File: src/logic/synctimer_consts.svh
// widths, fixed-point and gain macros for the timer correction stage
`ifndef SYNCTIMER_CONSTS_SVH
`define SYNCTIMER_CONSTS_SVH

// timer and calculation widths
`define SYNC_TIMER_WIDTH 64
`define SYNC_CALC_WIDTH 32

// fixed point
`define SYNC_ERROR_Q 8
`define SYNC_ERROR_WIDTH (`SYNC_CALC_WIDTH + `SYNC_ERROR_Q)

`define SYNC_PHASE_GAIN 4   // phase gain, 1/2^N
`define SYNC_PERIOD_GAIN 4  // period filter update gain, 1/2^N

`define SYNC_INIT_OVERRIDE 1'b1

// strobe to adjust output
`define SYNC_LATENCY 7

`endif

File: src/logic/synctimer_pkg.sv
// package synctimer_pkg: scalar timer types and the stage record structs
`include "synctimer_consts.svh"

package synctimer_pkg;

    typedef logic [`SYNC_TIMER_WIDTH-1:0] timer_t;
    typedef logic signed [`SYNC_TIMER_WIDTH-1:0] diff_t;
    typedef logic [`SYNC_CALC_WIDTH-1:0] calc_t;
    typedef logic signed [`SYNC_CALC_WIDTH-1:0] phase_t;
    typedef logic signed [`SYNC_ERROR_WIDTH-1:0] error_t;
    typedef logic [`SYNC_ERROR_WIDTH-1:0] error_u_t;

    typedef struct packed {
        diff_t limit_min;
        diff_t limit_max;
        phase_t phase_min;
        phase_t phase_max;
    } adjust_params_t;

    typedef struct packed {
        logic valid;
        logic override;
        calc_t local_time;
        calc_t master_time;
    } correction_t;

    // filter state handed to the result stage
    typedef struct packed {
        logic valid;
        logic loaded;
        error_t adjust_period;
        error_t adjust_phase;
        error_t change_period;
        error_t change_phase;
    } filter_t;

    typedef struct packed {
        logic valid;
        calc_t total;   // shift of the local reference
    } change_t;

    typedef struct packed {
        logic valid;
        logic sign;
        error_u_t magnitude;
    } adjust_t;

endpackage

File: src/logic/synctimer_decode.sv
// synctimer_decode: override request, limit window check and correction record
`timescale 1ns/1ps
`include "synctimer_consts.svh"

module synctimer_decode (
    input  logic                           clk,
    input  logic                           reset,
    input  synctimer_pkg::adjust_params_t  params,
    input  synctimer_pkg::timer_t          current_time,
    input  synctimer_pkg::timer_t          correct_time,
    input  logic                           correct_override,
    input  logic                           correct_valid,
    output logic                           override_request,
    output synctimer_pkg::correction_t     correction
);

    import synctimer_pkg::*;

    logic override;
    diff_t diff_time;
    logic diff_valid;   // strobe that takes part in the limit check

    assign override = correct_override || override_request;

    always_ff @(posedge clk) begin
        if (reset) begin
            diff_valid <= 1'b0;
            override_request <= `SYNC_INIT_OVERRIDE;
        end else begin
            diff_time <= diff_t'(correct_time - current_time);
            diff_valid <= correct_valid && !override;

            if (correct_valid) begin
                override_request <= 1'b0;
            end
            // out of window wins over the clear
            if (diff_valid) begin
                if (diff_time < params.limit_min || diff_time > params.limit_max) begin
                    override_request <= 1'b1;
                end
            end
        end
    end

    always_ff @(posedge clk) begin
        if (reset) begin
            correction.valid <= 1'b0;
        end else begin
            correction.valid <= correct_valid;
            correction.override <= override;
            correction.local_time <= calc_t'(current_time);  // low part only
            correction.master_time <= calc_t'(correct_time);
        end
    end

endmodule

File: src/logic/synctimer_execute.sv
// synctimer_execute: interval and error stages, phase clamp and period filter
`timescale 1ns/1ps
`include "synctimer_consts.svh"

module synctimer_execute (
    input  logic                           clk,
    input  logic                           reset,
    input  synctimer_pkg::adjust_params_t  params,
    input  synctimer_pkg::correction_t     correction,
    input  synctimer_pkg::change_t         change,
    output synctimer_pkg::filter_t         filter_out
);

    import synctimer_pkg::*;

    // stage 0
    calc_t prev_local_time;
    calc_t prev_master_time;
    logic prev_enable;
    calc_t st0_interval_local;
    calc_t st0_interval_master;
    phase_t st0_error_phase;
    logic st0_enable;
    logic st0_valid;

    // stage 1
    phase_t st1_error_phase;
    phase_t st1_error_period;
    logic st1_enable;
    logic st1_valid;

    // stage 2, fixed point conversion
    error_t st2_phase_fixed;
    error_t st2_error_phase;
    error_t st2_error_period;

    // stage 3
    error_t phase_min_fixed;
    error_t phase_max_fixed;
    error_t st3_error_phase;
    error_t st3_error_period;
    error_t st3_period_step;
    logic st3_enable;
    logic st3_valid;

    always_ff @(posedge clk) begin
        if (reset) begin
            prev_enable <= 1'b0;
            st0_enable <= 1'b0;
            st0_valid <= 1'b0;
        end else begin
            st0_valid <= correction.valid;
            if (correction.valid) begin
                prev_enable <= 1'b1;
                st0_enable <= prev_enable && !correction.override;  // no interval across a jump
                prev_master_time <= correction.master_time;
                if (correction.override) begin
                    prev_local_time <= correction.master_time;
                end else begin
                    prev_local_time <= correction.local_time;
                end
                st0_interval_local <= correction.local_time - prev_local_time;
                st0_interval_master <= correction.master_time - prev_master_time;
                st0_error_phase <= phase_t'(correction.master_time - correction.local_time);
            end else if (change.valid) begin
                prev_local_time <= prev_local_time + change.total;  // issued correction
            end
        end
    end

    always_ff @(posedge clk) begin
        if (reset) begin
            st1_enable <= 1'b0;
            st1_valid <= 1'b0;
        end else begin
            st1_valid <= st0_valid;
            if (st0_valid) begin
                st1_error_phase <= st0_error_phase;
                st1_error_period <= phase_t'(st0_interval_master - st0_interval_local);
                st1_enable <= st0_enable;
            end
        end
    end

    assign st2_phase_fixed = error_t'(st1_error_phase) <<< `SYNC_ERROR_Q;
    assign st2_error_phase = st2_phase_fixed >>> `SYNC_PHASE_GAIN;
    assign st2_error_period = error_t'(st1_error_period) <<< `SYNC_ERROR_Q;

    assign phase_min_fixed = error_t'(params.phase_min) <<< `SYNC_ERROR_Q;
    assign phase_max_fixed = error_t'(params.phase_max) <<< `SYNC_ERROR_Q;

    always_ff @(posedge clk) begin
        if (reset) begin
            st3_enable <= 1'b0;
            st3_valid <= 1'b0;
        end else begin
            st3_valid <= st1_valid;
            st3_enable <= st1_enable && st1_valid;
            st3_error_period <= st2_error_period;
            if (st2_error_phase < phase_min_fixed) begin
                st3_error_phase <= phase_min_fixed;
            end else if (st2_error_phase > phase_max_fixed) begin
                st3_error_phase <= phase_max_fixed;
            end else begin
                st3_error_phase <= st2_error_phase;
            end
        end
    end

    assign st3_period_step = st3_error_period >>> `SYNC_PERIOD_GAIN;

    // period low-pass accumulator
    always_ff @(posedge clk) begin
        if (reset) begin
            filter_out.valid <= 1'b0;
            filter_out.loaded <= 1'b0;
        end else begin
            filter_out.valid <= st3_valid;
            if (st3_enable) begin
                filter_out.adjust_phase <= st3_error_phase;
                filter_out.change_phase <= st3_error_phase;
                if (filter_out.loaded) begin
                    filter_out.adjust_period <= filter_out.adjust_period + st3_period_step;
                    filter_out.change_period <= st3_period_step;
                end else begin
                    // first measured interval taken whole
                    filter_out.adjust_period <= st3_error_period;
                    filter_out.change_period <= st3_error_period;
                    filter_out.loaded <= 1'b1;
                end
            end
        end
    end

endmodule

File: src/logic/synctimer_result.sv
// synctimer_result: adjust total, sign/magnitude output and change feedback
`timescale 1ns/1ps
`include "synctimer_consts.svh"

module synctimer_result (
    input  logic                     clk,
    input  logic                     reset,
    input  synctimer_pkg::filter_t   filter_out,
    output synctimer_pkg::adjust_t   adjust,
    output synctimer_pkg::change_t   change
);

    import synctimer_pkg::*;

    error_t st5_adjust_total;
    error_t st5_change_total;
    error_t st5_change_int;
    logic st5_loaded;
    logic st5_valid;

    always_ff @(posedge clk) begin
        if (reset) begin
            st5_loaded <= 1'b0;
            st5_valid <= 1'b0;
        end else begin
            st5_adjust_total <= filter_out.adjust_period + filter_out.adjust_phase;
            st5_change_total <= filter_out.change_period + filter_out.change_phase;
            st5_loaded <= filter_out.loaded;
            st5_valid <= filter_out.valid;
        end
    end

    assign st5_change_int = st5_change_total >>> `SYNC_ERROR_Q;  // drop fraction

    always_ff @(posedge clk) begin
        if (reset) begin
            adjust.valid <= 1'b0;
            change.valid <= 1'b0;
        end else begin
            adjust.valid <= st5_valid && st5_loaded;
            change.valid <= st5_valid && st5_loaded;
            if (st5_valid && st5_loaded) begin
                adjust.sign <= st5_adjust_total < 0;
                adjust.magnitude <= (st5_adjust_total < 0) ? error_u_t'(-st5_adjust_total)
                                                           : error_u_t'(st5_adjust_total);
                change.total <= calc_t'(st5_change_int);
            end
        end
    end

endmodule

File: src/logic/synctimer_adjust.sv
// synctimer_adjust: top level joining decode, execute and result stages
`timescale 1ns/1ps

module synctimer_adjust (
    input  logic                           clk,
    input  logic                           reset,
    input  synctimer_pkg::adjust_params_t  params,
    input  synctimer_pkg::timer_t          current_time,
    input  synctimer_pkg::timer_t          correct_time,
    input  logic                           correct_override,
    input  logic                           correct_valid,
    output logic                           override_request,
    output synctimer_pkg::adjust_t         adjust
);

    import synctimer_pkg::*;

    correction_t correction;
    filter_t filter_out;
    change_t change;    // fed back to the local reference

    synctimer_decode u_decode (
        .clk              (clk),
        .reset            (reset),
        .params           (params),
        .current_time     (current_time),
        .correct_time     (correct_time),
        .correct_override (correct_override),
        .correct_valid    (correct_valid),
        .override_request (override_request),
        .correction       (correction)
    );

    synctimer_execute u_execute (
        .clk        (clk),
        .reset      (reset),
        .params     (params),
        .correction (correction),
        .change     (change),
        .filter_out (filter_out)
    );

    synctimer_result u_result (
        .clk        (clk),
        .reset      (reset),
        .filter_out (filter_out),
        .adjust     (adjust),
        .change     (change)
    );

endmodule

File: config.mk
export PLATFORM = sky130hd
export DESIGN_NAME = synctimer_adjust
export DESIGN_NICKNAME = d
export VERILOG_FILES = /design/src/logic/synctimer_pkg.sv /design/src/logic/synctimer_decode.sv /design/src/logic/synctimer_execute.sv /design/src/logic/synctimer_result.sv /design/src/logic/synctimer_adjust.sv
export VERILOG_INCLUDE_DIRS = /design/src /design/src/logic
export SDC_FILE = /design/constraint.sdc
export NUM_CORES = 2
export LEC_CHECK = 0
export BUFFER_PORTS_ARGS = -buffer_cell sky130_fd_sc_hd__buf_2
export CORE_ASPECT_RATIO = 0.9
export CORE_UTILIZATION = 38
export DETAILED_ROUTE_END_ITERATION = 8
export GPL_TIMING_DRIVEN = 0
export HOLD_SLACK_MARGIN = 0.1
export SLEW_MARGIN = 0
export SYNTH_ARGS = -nofsm -noshare
export SYNTH_HDL_FRONTEND = slang
export SYNTH_SLANG_ARGS = --single-unit
File: constraint.sdc
create_clock -name clk -period 12.2 [get_ports clk]
set_input_delay 1.22 -clock clk [delete_from_list [all_inputs] [get_ports clk]]
set_output_delay 1.22 -clock clk [all_outputs]
set_load 0.05 [all_outputs]
==> flow_summary.toml <==
[synthesis]
ys_ff_latch = 681
yosysTopAreaCell = "edfxtp_1"
synthFlopType = "edfxtp_1"
synth_mux_area_frac = 0.0288
synth_top_family_by_area = "compound AO/OA/AOI/OAI gates"
synth_seq_area_share = 0.460
synth_top_area_share = 0.454
syn_inst = 4088
netlist_top_cells_area = "edfxtp_1 45%, ha_1 15%, xnor2_1 4.3%, inv_1 3.9%, a21oi_1 3.7%"
synth.distinct_cells = 91
synth_edf_count = 666
synth-simple-area-share = 0.0985
synth_compound_gate_area_share = 0.158
yosysWarnings = 0
synthAdderAreaFrac = 0.149
avgSynthCellArea_um2 = 10.8
synthXorXnorAreaFrac = 0.0614
async_reset_ff_frac = 0
synth.cell_area_um2 = 44100

[clock_tree]
htreeDepth = 3
cts_tree = "yes"
ctsHoldBuffers = 0
cts.sinks = 681
clk_pin_slew_worst_paths_ns = 0.06
cts_root_buf = "clkbuf_16"
post_cts_buffers = 0
post_cts_resized = 0
clockBufferDepth = 3
clk_latency_ns = 0.65
numCtsBuffers = 77

[floorplanning]
fp-row-count = 118
die_h_um = 325
coreArea_um2 = 115000
die_area_um2 = 117000
io_pins = 367
start_util = 0.383
fp.dieW_um = 361

[route]
vias = 32300
drt-pass1-iter-count = 5
drtIter0Drc = 1863
drc = 0
post_drt_wl_per_cell_um = 19.8
vias_per_cell = 5.29
final_antenna_net_count = 0
routed_wl_mm = 121

[global_route]
use_met1 = 0.264
busiest_layer = "met2"
met2_usage = 0.343
track_usage = 0.202
grt_max_degree = 109
grt_overflow = 0
grt_pass1_wl_mm = 183
antenna_found_initial = 27
first_global_vias = 32200
met3_usage = 0.0311

[layout]
regArea_um2 = 20300
nFillCells = 10800
drive_gt1_frac = 0.127
syn_to_final_growth_pct = 15.0
nets = 5389
layoutNonFillerInstCount = 6111
multi_input_area_um2 = 21900

[timing]
min_period_ns = 5.43
setup_viol = 0
fin_crit_sh = 0.445
worst_slack_ns = 6.77
rsz0062_at_grt = "no"
fmax_mhz = 184
skew_ns = 0.0264
slew_headroom = 0.0944
finalHoldViolations = 0
final_max_slew_viol_count = 0
worstMarginPinSlew_ns = 1.32

[critical_path]
endpoint_kind = "register"
crit_required_ns = 12.57
cp.arrival_ns = 5.80
worstSetupPathType = "in -> reg"
worst-path-max-fanout = 10
cp-start-kind = "primary input"

[power]
leakagePower_uw = 0.0222
total_power_uw = 6270
peakVddDrop_mv = 0.0955
power_density_nw_per_um2 = 124

[outcome]
status = "complete, no violations"

[placed_design]
portBuffers = 362
placedCellCount = 5965
gp_congestion = 0.937
dp_slack_ns = 6.11
dp_hpwl_mm = 97.6

[worst_hold_path]
hold_class = "reg -> reg"

[job]
drv_cap = 0
==> state kept, by name, summed over array words and instances, names as in the netlist, 32 cells and up <==
signal	count
u_decode.correction	66
u_decode.diff_time	64
u_execute.filter_out	110
u_execute.prev_local_time	32
u_execute.prev_master_time	32
u_execute.st0_error_phase	32
u_execute.st0_interval_local	32
u_execute.st0_interval_master	32
u_execute.st1_error_period	32
u_execute.st1_error_phase	32
u_execute.st3_error_period	32
u_execute.st3_error_phase	36
u_result.adjust	38
u_result.change	32
u_result.st5_adjust_total	36
u_result.st5_change_total	32
==> cells in the mapped netlist, drive strengths merged, types with 9 or more instances <==
cell type    n
edfxtp     666
ha         513
inv        455
a21oi      329
nand2      224
xnor2      218
o21ai      214
a21o       203
nor2       193
mux2i       93
xor2        91
nor2b       79
nand2b      65
nand4       61
nor3        59
o21a        56
nand3       53
and3        36
clkbuf      35
a211oi      34
mux2        30
o31ai       30
o211ai      27
o21bai      26
a31oi       19
buf         19
and2        18
or3         17
dfxtp       15
or2         15
nor4        14
a211o       12
a31o        11
o31a        11
a21boi      10
a221oi       9
and4         9
o41ai        9
==> critical path, cell delays in order <==
cell and delay (ns):
buf_2 0.09, inv_1 0.04, ha_1 0.28, nor2b_1 0.13, o21ai_0 0.08, nand2b_1 0.08
a21oi_1 0.07, o311ai_0 0.97, a21oi_1 0.14, nor2_1 0.43, mux2i_1 0.56, a31o_1 0.16
buf_2 0.36, buf_1 0.76, mux2i_1 0.27, mux2i_1 0.15
==> per-layer routing <==
layer,part of all wire,vias to the layer above,routed length [um]
li1,-,16000,-
met1,0.45,15200,53900
met3,0.052,218,6240
met5,0.0016,-,189
met2,0.47,878,56500
met4,0.032,30,3890
==> stage by stage <==
| stage | hold slack (ns) | util | cell area [um2] | setup TNS, ns |
|---|---|---|---|---|
| floorplan | 0.400 | - | 44100 | 0 |
| global placement | 0.402 | 0.416 | 47800 | -31.59 |
| detailed placement | 0.405 | 0.418 | 48100 | 0 |
| CTS | 0.408 | 0.441 | 50700 | 0 |
| global route | 0.417 | 0.441 | 50700 | 0 |
| finish | 0.412 | 0.441 | 50700 | 0 |
==> power by group <==
group          switching [uW]  internal, uW
registers                78.6          2720
logic                     632           457
clock network            1030          1370
==> logic make-up (layout without fill, tap and decap cells) <==
family / count (synthesis) / count (layout)
buffers and inverters: 509 / 1025
and+or+nand+nor: 869 / 869
other: 1 / 8
xor gates and xnor gates: 309 / 309
DFF: 681 / 681
muxes: 123 / 123
adders and majority gates: 521 / 521
AOI/OAI and AO/OA: 1075 / 1075
==> cells in the final DEF, fill, tap and decap left out, drive strengths merged, types with 61 or more instances in the layout <==
cell type / netlist / final
nor2b: 79 / 79
nand4: 61 / 61
xor2: 91 / 91
nand2b: 65 / 65
edfxtp: 666 / 666
o21ai: 214 / 214
clkbuf: 35 / 123
xnor2: 218 / 218
inv: 455 / 460
a21o: 203 / 203
nor2: 193 / 193
ha: 513 / 513
a21oi: 329 / 329
nand2: 224 / 224
buf: 19 / 393
mux2i: 93 / 93
==> path summary, 6_finish.rpt <==
check,startpoint,endpoint,slack [ns],cells past startpoint
max,params[1],u_execute.st3_error_phase[34],6.77,16
min,u_execute.st0_error_phase[13],u_execute.st1_error_phase[13],0.41,0
max reg2reg,u_execute.st1_error_phase[31],u_execute.st3_error_phase[34],6.83,12
min reg2reg,u_execute.st0_error_phase[13],u_execute.st1_error_phase[13],0.41,0
==> layout make-up <==
| type | instances | share of cell area |
|---|---|---|
| Inverter | 455 | 0.0338 |
| Antenna cell | 4 | 0.000197 |
| Timing Repair Buffer | 374 | 0.0405 |
| Buffer | 54 | 0.00457 |
| Multi-Input combinational cell | 2901 | 0.432 |
| Sequential cell | 681 | 0.400 |
| Tap cell | 1500 | 0.0370 |
| Clock buffer | 88 | 0.0392 |
| Clock inverter | 54 | 0.0121 |
No activity file was read; power rests on OpenSTA's default activity.
